===== config.mk =====
export PLATFORM = sky130hd
export DESIGN_NAME = pulseGenTop
export DESIGN_NICKNAME = d
export VERILOG_FILES = /design/src/source/pulsePkg.sv /design/src/source/axiLiteRegs.sv /design/src/source/pulseChannel.sv /design/src/source/pulseGenTop.sv /design/src/source/tickPrescaler.sv
export SDC_FILE = /design/constraint.sdc
export NUM_CORES = 1
export LEC_CHECK = 0
export ABC_AREA = 1
export ABC_CLOCK_PERIOD_IN_PS = 2450
export BUFFER_PORTS_ARGS = -buffer_cell sky130_fd_sc_hd__buf_4
export CAP_MARGIN = 15
export CELL_PAD_IN_SITES_DETAIL_PLACEMENT = 2
export CELL_PAD_IN_SITES_GLOBAL_PLACEMENT = 2
export CORE_ASPECT_RATIO = 0.75
export CORE_MARGIN = 2
export CORE_UTILIZATION = 34
export CTS_CLUSTER_DIAMETER = 100
export DETAILED_ROUTE_END_ITERATION = 8
export GPL_TIMING_DRIVEN = 0
export PLACE_DENSITY_LB_ADDON = 0.1
export SLEW_MARGIN = 10
export SYNTH_ARGS = -nofsm -noshare
export SYNTH_HDL_FRONTEND = slang
export SYNTH_SLANG_ARGS = --single-unit

===== constraint.sdc =====
create_clock -name iCLK -period 2.45 [get_ports iCLK]
set_input_delay 0.3675 -clock iCLK [delete_from_list [all_inputs] [get_ports iCLK]]
set_output_delay 0.3675 -clock iCLK [all_outputs]
set_load 0.05 [all_outputs]

===== src/source/pulsePkg.sv =====
/*
  Shared widths, register map and bus structs for the pulse generator bank.
  Each module imports this package inside its body.
*/
package pulsePkg;

    // ------------------------------------------------------------------
    // widths
    // ------------------------------------------------------------------
    localparam int cAddrW   = 8;
    localparam int cDataW   = 32;
    localparam int cStrbW   = cDataW / 8;
    localparam int cPeriodW = 16;
    localparam int cMaxCh   = 8;

    // startLevel sits right above the half-period field
    localparam int cStartBit = cPeriodW;

    // register map, channel n at cRegChBase + 4*n
    localparam logic [cAddrW-1:0] cRegCtrl   = 8'h00;
    localparam logic [cAddrW-1:0] cRegStatus = 8'h04;
    localparam logic [cAddrW-1:0] cRegChBase = 8'h10;

    // response codes in use
    localparam logic [1:0] cRespOkay   = 2'b00;
    localparam logic [1:0] cRespSlvErr = 2'b10;

    // ------------------------------------------------------------------
    // structs
    // ------------------------------------------------------------------
    // one channel's settings
    typedef struct packed {
        logic [cPeriodW-1:0] halfPeriod;
        logic                startLevel;
        logic                enable;
    } chCfgT;

    // write address, write data and B ready from the master
    typedef struct packed {
        logic              awvalid;
        logic [cAddrW-1:0] awaddr;
        logic              wvalid;
        logic [cDataW-1:0] wdata;
        logic [cStrbW-1:0] wstrb;
        logic              bready;
    } axiWrReqT;

    typedef struct packed {
        logic       awready;
        logic       wready;
        logic       bvalid;
        logic [1:0] bresp;
    } axiWrRspT;

    typedef struct packed {
        logic              arvalid;
        logic [cAddrW-1:0] araddr;
        logic              rready;
    } axiRdReqT;

    typedef struct packed {
        logic              arready;
        logic              rvalid;
        logic [cDataW-1:0] rdata;
        logic [1:0]        rresp;
    } axiRdRspT;

endpackage


===== src/source/axiLiteRegs.sv =====
/*
  AXI4-Lite slave register file for the pulse generator bank.
  Holds the enable word and per-channel half-period and start level,
  hands them to the channels as chCfg and returns live output levels.
*/
`timescale 1ns/100ps

module axiLiteRegs #(
    parameter int pNumCh = 4
)(
    input  logic               iCLK,
    input  logic               iRST,
    input  pulsePkg::axiWrReqT wrReq,
    output pulsePkg::axiWrRspT wrRsp,
    input  pulsePkg::axiRdReqT rdReq,
    output pulsePkg::axiRdRspT rdRsp,
    input  logic [pNumCh-1:0]  pulseLevel,
    output pulsePkg::chCfgT    chCfg [pNumCh]
);
    import pulsePkg::*;

    // ------------------------------------------------------------------
    // storage
    // ------------------------------------------------------------------
    logic [pNumCh-1:0]   ctrlReg;
    logic [cPeriodW-1:0] halfPeriodReg [pNumCh];
    logic                startLevelReg [pNumCh];

    // write side
    logic              awRdy;
    logic              wRdy;
    logic              bValid;
    logic [1:0]        bResp;
    logic              awHeld;
    logic              wHeld;
    logic [cAddrW-1:0] awAddrQ;
    logic [cDataW-1:0] wDataQ;
    logic [cStrbW-1:0] wStrbQ;

    logic              awFire;
    logic              wFire;
    logic              doWrite;
    logic [cAddrW-1:0] wrAddr;
    logic [cDataW-1:0] wrData;
    logic [cDataW-1:0] wrMask;
    logic              wrCtrlHit;
    logic [pNumCh-1:0] wrChHit;
    logic              wrOk;
    logic [pNumCh-1:0] ctrlNew;
    logic [cStartBit:0] chWordNew [pNumCh];

    logic awHeldNext;
    logic wHeldNext;
    logic bValidNext;

    // read side
    logic              arRdy;
    logic              rValid;
    logic [cDataW-1:0] rData;
    logic [1:0]        rResp;
    logic              arFire;
    logic [cDataW-1:0] rdDataC;
    logic              rdOkC;
    logic              rValidNext;

    // byte strobes to a bit mask
    function automatic logic [cDataW-1:0] strbMask(input logic [cStrbW-1:0] strb);
        logic [cDataW-1:0] mask;
        for (int b = 0; b < cStrbW; b++)
        begin
            mask[8*b +: 8] = {8{strb[b]}};
        end
        return mask;
    endfunction

    // offset of channel idx
    function automatic logic [cAddrW-1:0] chAddr(input int idx);
        return cRegChBase + cAddrW'(4 * idx);
    endfunction

    // ------------------------------------------------------------------
    // write path
    // ------------------------------------------------------------------
    always_comb
    begin
        awFire  = wrReq.awvalid && awRdy;
        wFire   = wrReq.wvalid && wRdy;
        // bypass the holding regs when the beat lands this cycle
        wrAddr  = awFire ? wrReq.awaddr : awAddrQ;
        wrData  = wFire ? wrReq.wdata : wDataQ;
        wrMask  = strbMask(wFire ? wrReq.wstrb : wStrbQ);
        doWrite = (awFire || awHeld) && (wFire || wHeld);

        // address decode
        wrCtrlHit = (wrAddr == cRegCtrl);
        for (int i = 0; i < pNumCh; i++)
        begin
            wrChHit[i] = (wrAddr == chAddr(i));
        end
        wrOk = wrCtrlHit || (wrAddr == cRegStatus) || (|wrChHit);

        // strobe merge, only stored bits survive
        ctrlNew = (ctrlReg & ~wrMask[pNumCh-1:0]) | (wrData[pNumCh-1:0] & wrMask[pNumCh-1:0]);
        for (int i = 0; i < pNumCh; i++)
        begin
            chWordNew[i] = ({startLevelReg[i], halfPeriodReg[i]} & ~wrMask[cStartBit:0])
                         | (wrData[cStartBit:0] & wrMask[cStartBit:0]);
        end

        // handshake next state
        awHeldNext = (awHeld || awFire) && !doWrite;
        wHeldNext  = (wHeld || wFire) && !doWrite;
        bValidNext = doWrite || (bValid && !wrReq.bready);
    end

    always_ff @(posedge iCLK)
    begin
        if (iRST)
        begin
            awRdy  <= 1'b0;
            wRdy   <= 1'b0;
            bValid <= 1'b0;
            bResp  <= cRespOkay;
            awHeld <= 1'b0;
            wHeld  <= 1'b0;
        end
        else
        begin
            awHeld <= awHeldNext;
            wHeld  <= wHeldNext;
            bValid <= bValidNext;
            // no new beats while one is held or B is pending
            awRdy  <= !awHeldNext && !bValidNext;
            wRdy   <= !wHeldNext && !bValidNext;
            if (doWrite)
            begin
                bResp <= wrOk ? cRespOkay : cRespSlvErr;
            end
        end
    end

    // beat payloads
    always_ff @(posedge iCLK)
    begin
        if (awFire)
        begin
            awAddrQ <= wrReq.awaddr;
        end
        if (wFire)
        begin
            wDataQ <= wrReq.wdata;
            wStrbQ <= wrReq.wstrb;
        end
    end

    // register update, visible when bvalid rises
    always_ff @(posedge iCLK)
    begin
        if (iRST)
        begin
            ctrlReg <= '0;
            for (int i = 0; i < pNumCh; i++)
            begin
                halfPeriodReg[i] <= '0;
                startLevelReg[i] <= 1'b0;
            end
        end
        else if (doWrite)
        begin
            if (wrCtrlHit)
            begin
                ctrlReg <= ctrlNew;
            end
            for (int i = 0; i < pNumCh; i++)
            begin
                if (wrChHit[i])
                begin
                    {startLevelReg[i], halfPeriodReg[i]} <= chWordNew[i];
                end
            end
        end
    end

    // ------------------------------------------------------------------
    // read path
    // ------------------------------------------------------------------
    always_comb
    begin
        arFire  = rdReq.arvalid && arRdy;
        rdDataC = '0;
        rdOkC   = 1'b1;
        if (rdReq.araddr == cRegCtrl)
        begin
            rdDataC[pNumCh-1:0] = ctrlReg;
        end
        else if (rdReq.araddr == cRegStatus)
        begin
            rdDataC[pNumCh-1:0] = pulseLevel;
        end
        else
        begin
            // unmapped unless a channel matches
            rdOkC = 1'b0;
            for (int i = 0; i < pNumCh; i++)
            begin
                if (rdReq.araddr == chAddr(i))
                begin
                    rdOkC                  = 1'b1;
                    rdDataC[cPeriodW-1:0]  = halfPeriodReg[i];
                    rdDataC[cStartBit]     = startLevelReg[i];
                end
            end
        end
        rValidNext = arFire || (rValid && !rdReq.rready);
    end

    always_ff @(posedge iCLK)
    begin
        if (iRST)
        begin
            arRdy  <= 1'b0;
            rValid <= 1'b0;
            rResp  <= cRespOkay;
        end
        else
        begin
            rValid <= rValidNext;
            arRdy  <= !rValidNext;
            if (arFire)
            begin
                rResp <= rdOkC ? cRespOkay : cRespSlvErr;
            end
        end
    end

    // read data, sampled at the AR handshake
    always_ff @(posedge iCLK)
    begin
        if (arFire)
        begin
            rData <= rdDataC;
        end
    end

    // ------------------------------------------------------------------
    // outputs
    // ------------------------------------------------------------------
    always_comb
    begin
        wrRsp.awready = awRdy;
        wrRsp.wready  = wRdy;
        wrRsp.bvalid  = bValid;
        wrRsp.bresp   = bResp;
        rdRsp.arready = arRdy;
        rdRsp.rvalid  = rValid;
        rdRsp.rdata   = rData;
        rdRsp.rresp   = rResp;
        for (int i = 0; i < pNumCh; i++)
        begin
            chCfg[i].halfPeriod = halfPeriodReg[i];
            chCfg[i].startLevel = startLevelReg[i];
            chCfg[i].enable     = ctrlReg[i];
        end
    end

    // B and R held with stable payload until taken
    assert property (@(posedge iCLK) disable iff (iRST)
        bValid && !wrReq.bready |=> bValid && $stable(bResp));
    assert property (@(posedge iCLK) disable iff (iRST)
        rValid && !rdReq.rready |=> rValid && $stable(rData) && $stable(rResp));

endmodule


===== src/source/pulseChannel.sv =====
/*
  One square-wave channel. Counts prescaler ticks up to halfPeriod
  and toggles its output, restarting from startLevel on enable.
*/
`timescale 1ns/100ps

module pulseChannel (
    input  logic            iCLK,
    input  logic            iRST,
    input  logic            tick,
    input  pulsePkg::chCfgT cfg,
    output logic            pulse
);
    import pulsePkg::*;

    // ------------------------------------------------------------------
    // tick counter
    // ------------------------------------------------------------------
    logic [cPeriodW-1:0] tickCnt;
    logic [cPeriodW-1:0] tickCntInc;
    logic                periodOn;
    logic                halfDone;
    logic                pulseQ;

    assign tickCntInc = tickCnt + 1'b1;
    // halfPeriod 0 means hold the start level
    assign periodOn   = (cfg.halfPeriod != '0);
    // the H-th tick of this half period
    assign halfDone   = tick && periodOn && (tickCntInc == cfg.halfPeriod);

    always_ff @(posedge iCLK)
    begin
        if (iRST)
        begin
            tickCnt <= '0;
        end
        else if (!cfg.enable)
        begin
            // parked, so enable always starts a fresh half period
            tickCnt <= '0;
        end
        else if (halfDone)
        begin
            tickCnt <= '0;
        end
        else if (tick && periodOn)
        begin
            tickCnt <= tickCntInc;
        end
    end

    // ------------------------------------------------------------------
    // output toggle
    // ------------------------------------------------------------------
    always_ff @(posedge iCLK)
    begin
        if (iRST)
        begin
            pulseQ <= 1'b0;
        end
        else if (!cfg.enable)
        begin
            // follow start level while disabled
            pulseQ <= cfg.startLevel;
        end
        else if (halfDone)
        begin
            pulseQ <= ~pulseQ;
        end
    end

    assign pulse = pulseQ;

    // disabled and start level steady, so the output is steady
    assert property (@(posedge iCLK) disable iff (iRST)
        (!cfg.enable ##1 (!cfg.enable && $stable(cfg.startLevel))) |=> $stable(pulse));

endmodule


===== src/source/pulseGenTop.sv =====
/*
  Top of the pulse generator bank. Connects the AXI4-Lite register
  block, the shared tick prescaler and pNumCh pulse channels.
*/
`timescale 1ns/100ps

module pulseGenTop #(
    parameter int pNumCh    = 4,
    parameter int pPrescale = 5
)(
    input  logic               iCLK,
    input  logic               iRST,
    input  pulsePkg::axiWrReqT wrReq,
    output pulsePkg::axiWrRspT wrRsp,
    input  pulsePkg::axiRdReqT rdReq,
    output pulsePkg::axiRdRspT rdRsp,
    output logic [pNumCh-1:0]  pulseOut
);
    import pulsePkg::*;

    // channel count must fit the register map
    if (pNumCh < 1 || pNumCh > cMaxCh)
    begin : gBadNumCh
        $fatal(1, "pNumCh must be 1 to %0d, got %0d", cMaxCh, pNumCh);
    end

    // ------------------------------------------------------------------
    // internal nets
    // ------------------------------------------------------------------
    chCfgT chCfg [pNumCh];
    logic  tick;

    // register block, status reads back the live outputs
    axiLiteRegs #(
        .pNumCh     (pNumCh)
    ) regs0 (
        .iCLK       (iCLK),
        .iRST       (iRST),
        .wrReq      (wrReq),
        .wrRsp      (wrRsp),
        .rdReq      (rdReq),
        .rdRsp      (rdRsp),
        .pulseLevel (pulseOut),
        .chCfg      (chCfg)
    );

    // one tick source for every channel
    tickPrescaler #(
        .pPrescale  (pPrescale)
    ) presc0 (
        .iCLK       (iCLK),
        .iRST       (iRST),
        .tick       (tick)
    );

    // ------------------------------------------------------------------
    // channel array
    // ------------------------------------------------------------------
    for (genvar i = 0; i < pNumCh; i++)
    begin : gCh
        pulseChannel ch (
            .iCLK   (iCLK),
            .iRST   (iRST),
            .tick   (tick),
            .cfg    (chCfg[i]),
            .pulse  (pulseOut[i])
        );
    end

endmodule


===== src/source/tickPrescaler.sv =====
/*
  Free-running clock-enable divider shared by all pulse channels.
  Issues a one-cycle tick every pPrescale clocks.
*/
`timescale 1ns/100ps

module tickPrescaler #(
    parameter int pPrescale = 5
)(
    input  logic iCLK,
    input  logic iRST,
    output logic tick
);

    // divide by less than 2 would give a constant tick
    if (pPrescale < 2)
    begin : gBadPrescale
        $fatal(1, "pPrescale must be at least 2, got %0d", pPrescale);
    end

    // ------------------------------------------------------------------
    // divider counter
    // ------------------------------------------------------------------
    localparam int lpCntW = $clog2(pPrescale);
    localparam logic [lpCntW-1:0] lpTop = lpCntW'(pPrescale - 1);

    logic [lpCntW-1:0] divCnt;
    logic              atTop;

    assign atTop = (divCnt == lpTop);

    always_ff @(posedge iCLK)
    begin
        if (iRST)
        begin
            divCnt <= '0;
            tick   <= 1'b0;
        end
        else
        begin
            // wrap at the top, registered tick follows
            divCnt <= atTop ? '0 : divCnt + 1'b1;
            tick   <= atTop;
        end
    end

endmodule


# Word level (Yosys, flattened, before mapping)
# Cells that the tools add are included.
# totals
register_bits	200
inputBits	59
word_cells	153
# classes
reduce_logical	49
n_bitwise	22
n_eq_ne	19
addsub	5
mux	25
# op_table
cell	count
17-bit bitwise AND	5
17-bit two-way mux	5
17-bit OR	4
16-bit by 1-bit adder with 16-bit output, second input constant	4
16-bit == test	4
8-bit by 5-bit == test with 1-bit output, second input constant	8
16-bit nonzero test	4
1-bit logical AND	18
17-bit NOT	1
8-bit by 3-bit == test with 1-bit output, second input constant	2
8-bit logical NOT	2
1-bit two-way mux	14
3-bit OR reduction	4
2-bit AND reduction	5
4-bit bitwise AND	2
4-bit two-way mux	2
8-bit two-way mux	1
2-bit by 1-bit != test with 1-bit output, second input constant	4
1-bit NOT	8
1-bit logical NOT	7
1-bit logical OR	6
2-bit two-way mux	2
4-bit NOT	1
4-bit OR	1
other kinds (5)	6

# Depth between registers and ports, before layout
# logic_depth
ltp_word	8
ltp_mapped	15
ltp_nobuf	15

# Hierarchy
# Synthesis repeated with hierarchy kept, for this count alone.
# hier_totals
cells_unflattened	1951
area_unflattened_um2	12956.2
# modules_own_cells
module	instances	seq_area_each_um2	area_each_um2	cells_each
pulseChannel	4	340.3	1682.9	278
axiLiteRegs	1	2692.6	6058.3	818
tickPrescaler	1	80.1	166.4	21

# Worst setup path after synthesis
# OpenSTA, ideal clock, no wires.
# synth_path
kind	flip-flop to flip-flop
start	register gCh[3].ch.tickCnt[0]
end	register gCh[3].ch.tickCnt[10]
setup_time_ns	0.115
path_slack_ns	0.579
n_path_buf	1
synth_period_minus_slack_ns	1.871
stages_incl_launch_ff	16
arrival_time_ns	1.756
path_cell_list	dfxtp_1 > ha_1 > nand2_1 > nor2_2 > nand2_1 > nand2_1 > nand2_1 > nand2_1 > nand2_1 > nor2_1 > nand2_1 > nor2_2 > nand3_2 > nand3_4 > buf_6 > nor2_1
# synth_between
elab_chain_len	4
# synth_rtl
item	line	text
from (decl)	pulseChannel.sv:19	logic [cPeriodW-1:0] tickCnt;
from (signal assigned)	pulseChannel.sv:48	tickCnt <= tickCntInc;
16-bit by 1-bit adder with 16-bit output *	pulseChannel.sv:25	assign tickCntInc = tickCnt + 1'b1;
16-bit == test	pulseChannel.sv:29	assign halfDone = tick && periodOn && (tickCntInc == cfg.halfPeriod);
1-bit logical AND	pulseChannel.sv:29	
3-bit OR reduction (no line)	--	
# Mark *: on every way between the ends. The rest lies on a longest branch, timed or not.
# A chain may end at the register's enable or synchronous reset.

# Worst setup path in the final report
# layout_path
start	register gCh[3].ch.tickCnt[0]
end	register gCh[3].ch.tickCnt[13]
# The elaborated chain is that of the path after synthesis.

==> impl_metrics.xml <==
<?xml version="1.0" encoding="UTF-8"?>
<metrics>
  <group name="run_status">
    <metric name="outcome" unit="">finished, final reports clean</metric>
  </group>
  <group name="critical_path">
    <metric name="critical-path-top-delay-family" unit="">simple AND/OR/NAND/NOR gates</metric>
    <metric name="regToRegEndpoint" unit="">gCh[3].ch.tickCnt[13]</metric>
    <metric name="crit-reg2reg-launch" unit="">gCh[3].ch.tickCnt[0]</metric>
    <metric name="setup.worst_path.start_class" unit="">register</metric>
    <metric name="timing.critical_path.required" unit="ns">2.81</metric>
    <metric name="crit_path_cell_trace" unit="">ha_4 -&gt; nand2_2 -&gt; nor2_4 -&gt; nand2_1 -&gt; nand2_1 -&gt; nand2_1 -&gt; nand2_1 -&gt; nand2_1 -&gt; nor2_1 -&gt; nand2_1 -&gt; nor2_2 -&gt; nand3_2 -&gt; nand3_4 -&gt; clkbuf_16 -&gt; nor2_1</metric>
    <metric name="critPathMaxStageDelay" unit="ns">0.41</metric>
    <metric name="cp_max_fo" unit="">8</metric>
    <metric name="setup.worst_path.class" unit="">reg -&gt; reg</metric>
    <metric name="cell_with_the_largest_stage_delay_on_the_worst_path" unit="">sky130_fd_sc_hd__dfxtp_4</metric>
    <metric name="critPathArrivalTime" unit="ns">2.71</metric>
    <metric name="timing.reg2reg.setup_slack" unit="ns">0.10</metric>
    <metric name="most_used_cell_cp" unit="">sky130_fd_sc_hd__nand2_1</metric>
    <metric name="crit_buf_inv" unit="">1</metric>
    <metric name="reg2reg_depth" unit="">15</metric>
    <metric name="endpoint_kind" unit="">register</metric>
  </group>
  <group name="grt">
    <metric name="global_route.usage.total" unit="%">26.2</metric>
    <metric name="grt_start_max_net_pins" unit="">21</metric>
    <metric name="grt-ovfl-total" unit="">0</metric>
    <metric name="grt_first_pass_wirelength" unit="microns">68000</metric>
    <metric name="number_of_antenna_violations_at_the_first_check_in_global_routing" unit="">1</metric>
    <metric name="first_global_vias" unit="">12000</metric>
  </group>
  <group name="placed_design">
    <metric name="placement.cell_area" unit="sq um">12100</metric>
    <metric name="gp_congestion" unit="">0.826</metric>
    <metric name="detailed_place_hpwl" unit="microns">33900</metric>
    <metric name="io_buf_count" unit="">69</metric>
  </group>
  <group name="layout">
    <metric name="layout-drive-gt1-share" unit="%">17.8</metric>
    <metric name="area_growth_syn_to_layout" unit="%">19.7</metric>
    <metric name="n_antenna_cell" unit="">0</metric>
    <metric name="layout.filler_cells" unit="">3808</metric>
    <metric name="nets" unit="">1803</metric>
    <metric name="stdcell_area" unit="sq um">13200</metric>
  </group>
  <group name="clock_network">
    <metric name="ctsLongestPathBuffers" unit="">2</metric>
    <metric name="cts_made_buffers" unit="">17</metric>
    <metric name="worst_skew_pair_later_pin_latency" unit="ns">0.47</metric>
    <metric name="cts_tree" unit="">yes</metric>
    <metric name="clock_sinks" unit="">198</metric>
    <metric name="cts-htree-levels" unit="">4</metric>
    <metric name="ctsRootBufferMaster" unit="">sky130_fd_sc_hd__clkbuf_16</metric>
    <metric name="hold_buffers" unit="">0</metric>
    <metric name="worst_setup_hold_path_clk_slew" unit="ns">0.08</metric>
  </group>
  <group name="route">
    <metric name="detailed_route_via_count" unit="">11400</metric>
    <metric name="via_per_inst" unit="">5.26</metric>
    <metric name="drt-wirelength-per-cell" unit="microns">20.4</metric>
    <metric name="drt_pre_antenna_iters" unit="">5</metric>
    <metric name="final_antenna_net_count" unit="">0</metric>
    <metric name="post-route-drc-count" unit="">0</metric>
    <metric name="first_iter_violations" unit="">572</metric>
    <metric name="detail_route.wirelength" unit="microns">44100</metric>
  </group>
  <group name="sta">
    <metric name="setup_tns" unit="ns">0</metric>
    <metric name="finalSetupViolations" unit="">0</metric>
    <metric name="finalClockSkew" unit="ns">0.0118</metric>
    <metric name="worst_margin_slew" unit="ns">0.881</metric>
    <metric name="max_slew_headroom" unit="%">41.2</metric>
    <metric name="final_period_minus_worst_setup_slack" unit="ns">2.35</metric>
    <metric name="hold_viol" unit="">0</metric>
    <metric name="achievable-frequency" unit="GHz">0.426</metric>
    <metric name="final_max_slew_viol_count" unit="">0</metric>
    <metric name="layout_worst_path_cycle_share" unit="%">95.8</metric>
  </group>
  <group name="logic_synthesis">
    <metric name="post_synth_inst_count" unit="">1614</metric>
    <metric name="number_of_enable_type_register_cells_in_the_synthesized_netlist" unit="">17</metric>
    <metric name="sequential_to_total_area_share_from_yosys_stat" unit="%">37.6</metric>
    <metric name="synth_area" unit="sq um">11000</metric>
    <metric name="postSynth.asyncResetShare" unit="%">0</metric>
    <metric name="synth_warnings" unit="">0</metric>
    <metric name="syn_avg_cell_area" unit="sq um">6.81</metric>
    <metric name="synthDistinctLibCells" unit="">46</metric>
    <metric name="synthesis_stage_register_bit_count" unit="">198</metric>
    <metric name="ys.flop_type" unit="">sky130_fd_sc_hd__dfxtp_1</metric>
  </group>
  <group name="min_path">
    <metric name="holdPathEnd" unit="">regs0.awAddrQ[5]</metric>
    <metric name="worst_hold_path_type" unit="">in -&gt; reg</metric>
    <metric name="hp-start" unit="">wrReq[43]</metric>
    <metric name="holdPathStages" unit="">3</metric>
  </group>
  <group name="die">
    <metric name="chipHeight" unit="microns">160</metric>
    <metric name="rows" unit="">56</metric>
    <metric name="fp.dieArea" unit="sq um">33800</metric>
    <metric name="floorplan.initialDensity" unit="%">34.9</metric>
    <metric name="num_io_pins" unit="">104</metric>
    <metric name="die_w" unit="microns">212</metric>
    <metric name="core" unit="sq um">31500</metric>
  </group>
  <group name="job">
    <metric name="max_cap_violations" unit="">0</metric>
  </group>
  <group name="power_and_ir_drop">
    <metric name="power_density" unit="nW/um^2">552</metric>
    <metric name="ir_drop" unit="V">0.000336</metric>
    <metric name="total_leakage_power" unit="nW">5.13</metric>
  </group>
</metrics>
[worst max path at each step]
stage,startpoint,end,cells past startpoint
6_report,gCh[3].ch.tickCnt[0],gCh[3].ch.tickCnt[13],15
2_1_floorplan,gCh[3].ch.tickCnt[0],gCh[3].ch.tickCnt[10],15
3_5_place_dp,wrReq[37],register,10
4_1_cts,regs0.wRdy,register,9
5_1_grt,gCh[3].ch.tickCnt[4],gCh[3].ch.tickCnt[9],14
3_3_place_gp,wrReq[37],register,10
[through the flow]
step	hold slack (ns)	util, %	worst slack [ns]	cells	power (mW)
floorplan	0.417	-	0.579	1630	4.00
global placement	0.431	38.3	-0.358	2105	4.26
detailed placement	0.447	38.3	-0.380	2105	4.29
CTS	0.0941	40.5	0.0120	2140	7.30
global route	0.106	41.8	-0.0297	2156	7.51
finish	0.109	41.8	0.103	2156	7.28
[layout make-up]
class | instances | area (sq um) | share of cell area [%]
buffer | 62 | 443 | 3.36
sequential | 198 | 4160 | 31.6
clock buffer | 19 | 454 | 3.45
inverter | 197 | 739 | 5.61
timing repair buffer | 88 | 717 | 5.44
multi-input combinational | 1173 | 5990 | 45.5
clock inverter | 13 | 158 | 1.20
tap | 406 | 508 | 3.86
[cell families (layout without fill, tap and decap cells)]
family / count (synthesis) / count (layout) / synth area share (%)
flops: 198 / 198 / 37.6
other cells: 1 / 17 / 0.0341
buf+inv: 259 / 379 / 10.5
simple gates: 821 / 821 / 33.7
xor+xnor: 17 / 17 / 1.85
fa+ha+maj: 7 / 7 / 0.796
compound gates: 311 / 311 / 15.6
[timing repair]
action | 4_1_cts | 5_1_grt
gates resized for setup | 20 | 63
pin swaps | 2 | 11
buffers inserted | 3 | 13
setup endpoints to repair | 49 | 81
cloned | 0 | 3
[routing by layer]
layer  vias up  part of all wire (%)  global-route usage [%]  routed length, microns
met1      5679                    49                    36.3                   21600
met4         0                   1.8                    6.98                     793
met3        45                   2.9                    3.83                    1290
met2       168                    46                    42.5                   20400
met5         -                     0                       0                       0
li1       5458                     -                       -                       -
[power by group]
part / internal (mW) / switching (mW)
registers: 3.38 / 0.0429
clock network: 1.52 / 1.52
logic: 0.230 / 0.584
total: 5.13 / 2.15
[cell usage after synthesis (6+ instances only)]
library cell | n | area share (%)
sky130_fd_sc_hd__clkbuf_1 | 24 | 0.82
sky130_fd_sc_hd__o21ai_0 | 105 | 4.8
sky130_fd_sc_hd__inv_2 | 7 | 0.24
sky130_fd_sc_hd__nand3_1 | 143 | 6.5
sky130_fd_sc_hd__ha_1 | 7 | 0.80
sky130_fd_sc_hd__or2_2 | 18 | 1.0
sky130_fd_sc_hd__xor2_1 | 7 | 0.56
sky130_fd_sc_hd__nor2_1 | 166 | 5.7
sky130_fd_sc_hd__o22ai_1 | 15 | 0.85
sky130_fd_sc_hd__nor2_2 | 23 | 1.3
sky130_fd_sc_hd__a21oi_2 | 14 | 1.1
sky130_fd_sc_hd__o21ai_1 | 12 | 0.55
sky130_fd_sc_hd__xnor2_1 | 6 | 0.48
sky130_fd_sc_hd__nand2_2 | 11 | 0.63
sky130_fd_sc_hd__o21ai_2 | 6 | 0.48
sky130_fd_sc_hd__nor2_4 | 10 | 1.0
sky130_fd_sc_hd__a21oi_1 | 143 | 6.5
sky130_fd_sc_hd__nand4_1 | 23 | 1.3
sky130_fd_sc_hd__edfxtp_1 | 17 | 4.6
sky130_fd_sc_hd__nand3_2 | 8 | 0.73
sky130_fd_sc_hd__dfxtp_1 | 181 | 33
sky130_fd_sc_hd__inv_1 | 187 | 6.4
sky130_fd_sc_hd__buf_4 | 26 | 1.8
sky130_fd_sc_hd__nand2_1 | 403 | 14
sky130_fd_sc_hd__buf_6 | 11 | 1.1
[worst min-delay path, stage by stage]
cell,delay (ns)
sky130_fd_sc_hd__buf_4,0.08
sky130_fd_sc_hd__o21ai_2,0.06
sky130_fd_sc_hd__inv_1,0.04
[cells in the final DEF (no fill, tap or decap), types with 10 or more instances in the layout]
cell type                     n
sky130_fd_sc_hd__nand2_1    394
sky130_fd_sc_hd__inv_1      187
sky130_fd_sc_hd__dfxtp_1    168
sky130_fd_sc_hd__nor2_1     154
sky130_fd_sc_hd__a21oi_1    143
sky130_fd_sc_hd__nand3_1    141
sky130_fd_sc_hd__buf_4      110
sky130_fd_sc_hd__o21ai_0    102
sky130_fd_sc_hd__nor2_2      23
sky130_fd_sc_hd__nand4_1     23
sky130_fd_sc_hd__clkbuf_1    22
sky130_fd_sc_hd__nor2_4      22
sky130_fd_sc_hd__clkbuf_16   21
sky130_fd_sc_hd__or2_2       18
sky130_fd_sc_hd__nand2_2     18
sky130_fd_sc_hd__conb_1      17
sky130_fd_sc_hd__edfxtp_1    17
sky130_fd_sc_hd__o22ai_1     15
sky130_fd_sc_hd__a21oi_2     14
sky130_fd_sc_hd__o21ai_1     13
sky130_fd_sc_hd__dfxtp_2     10
Note: power is estimated with default switching activity, not from simulation.
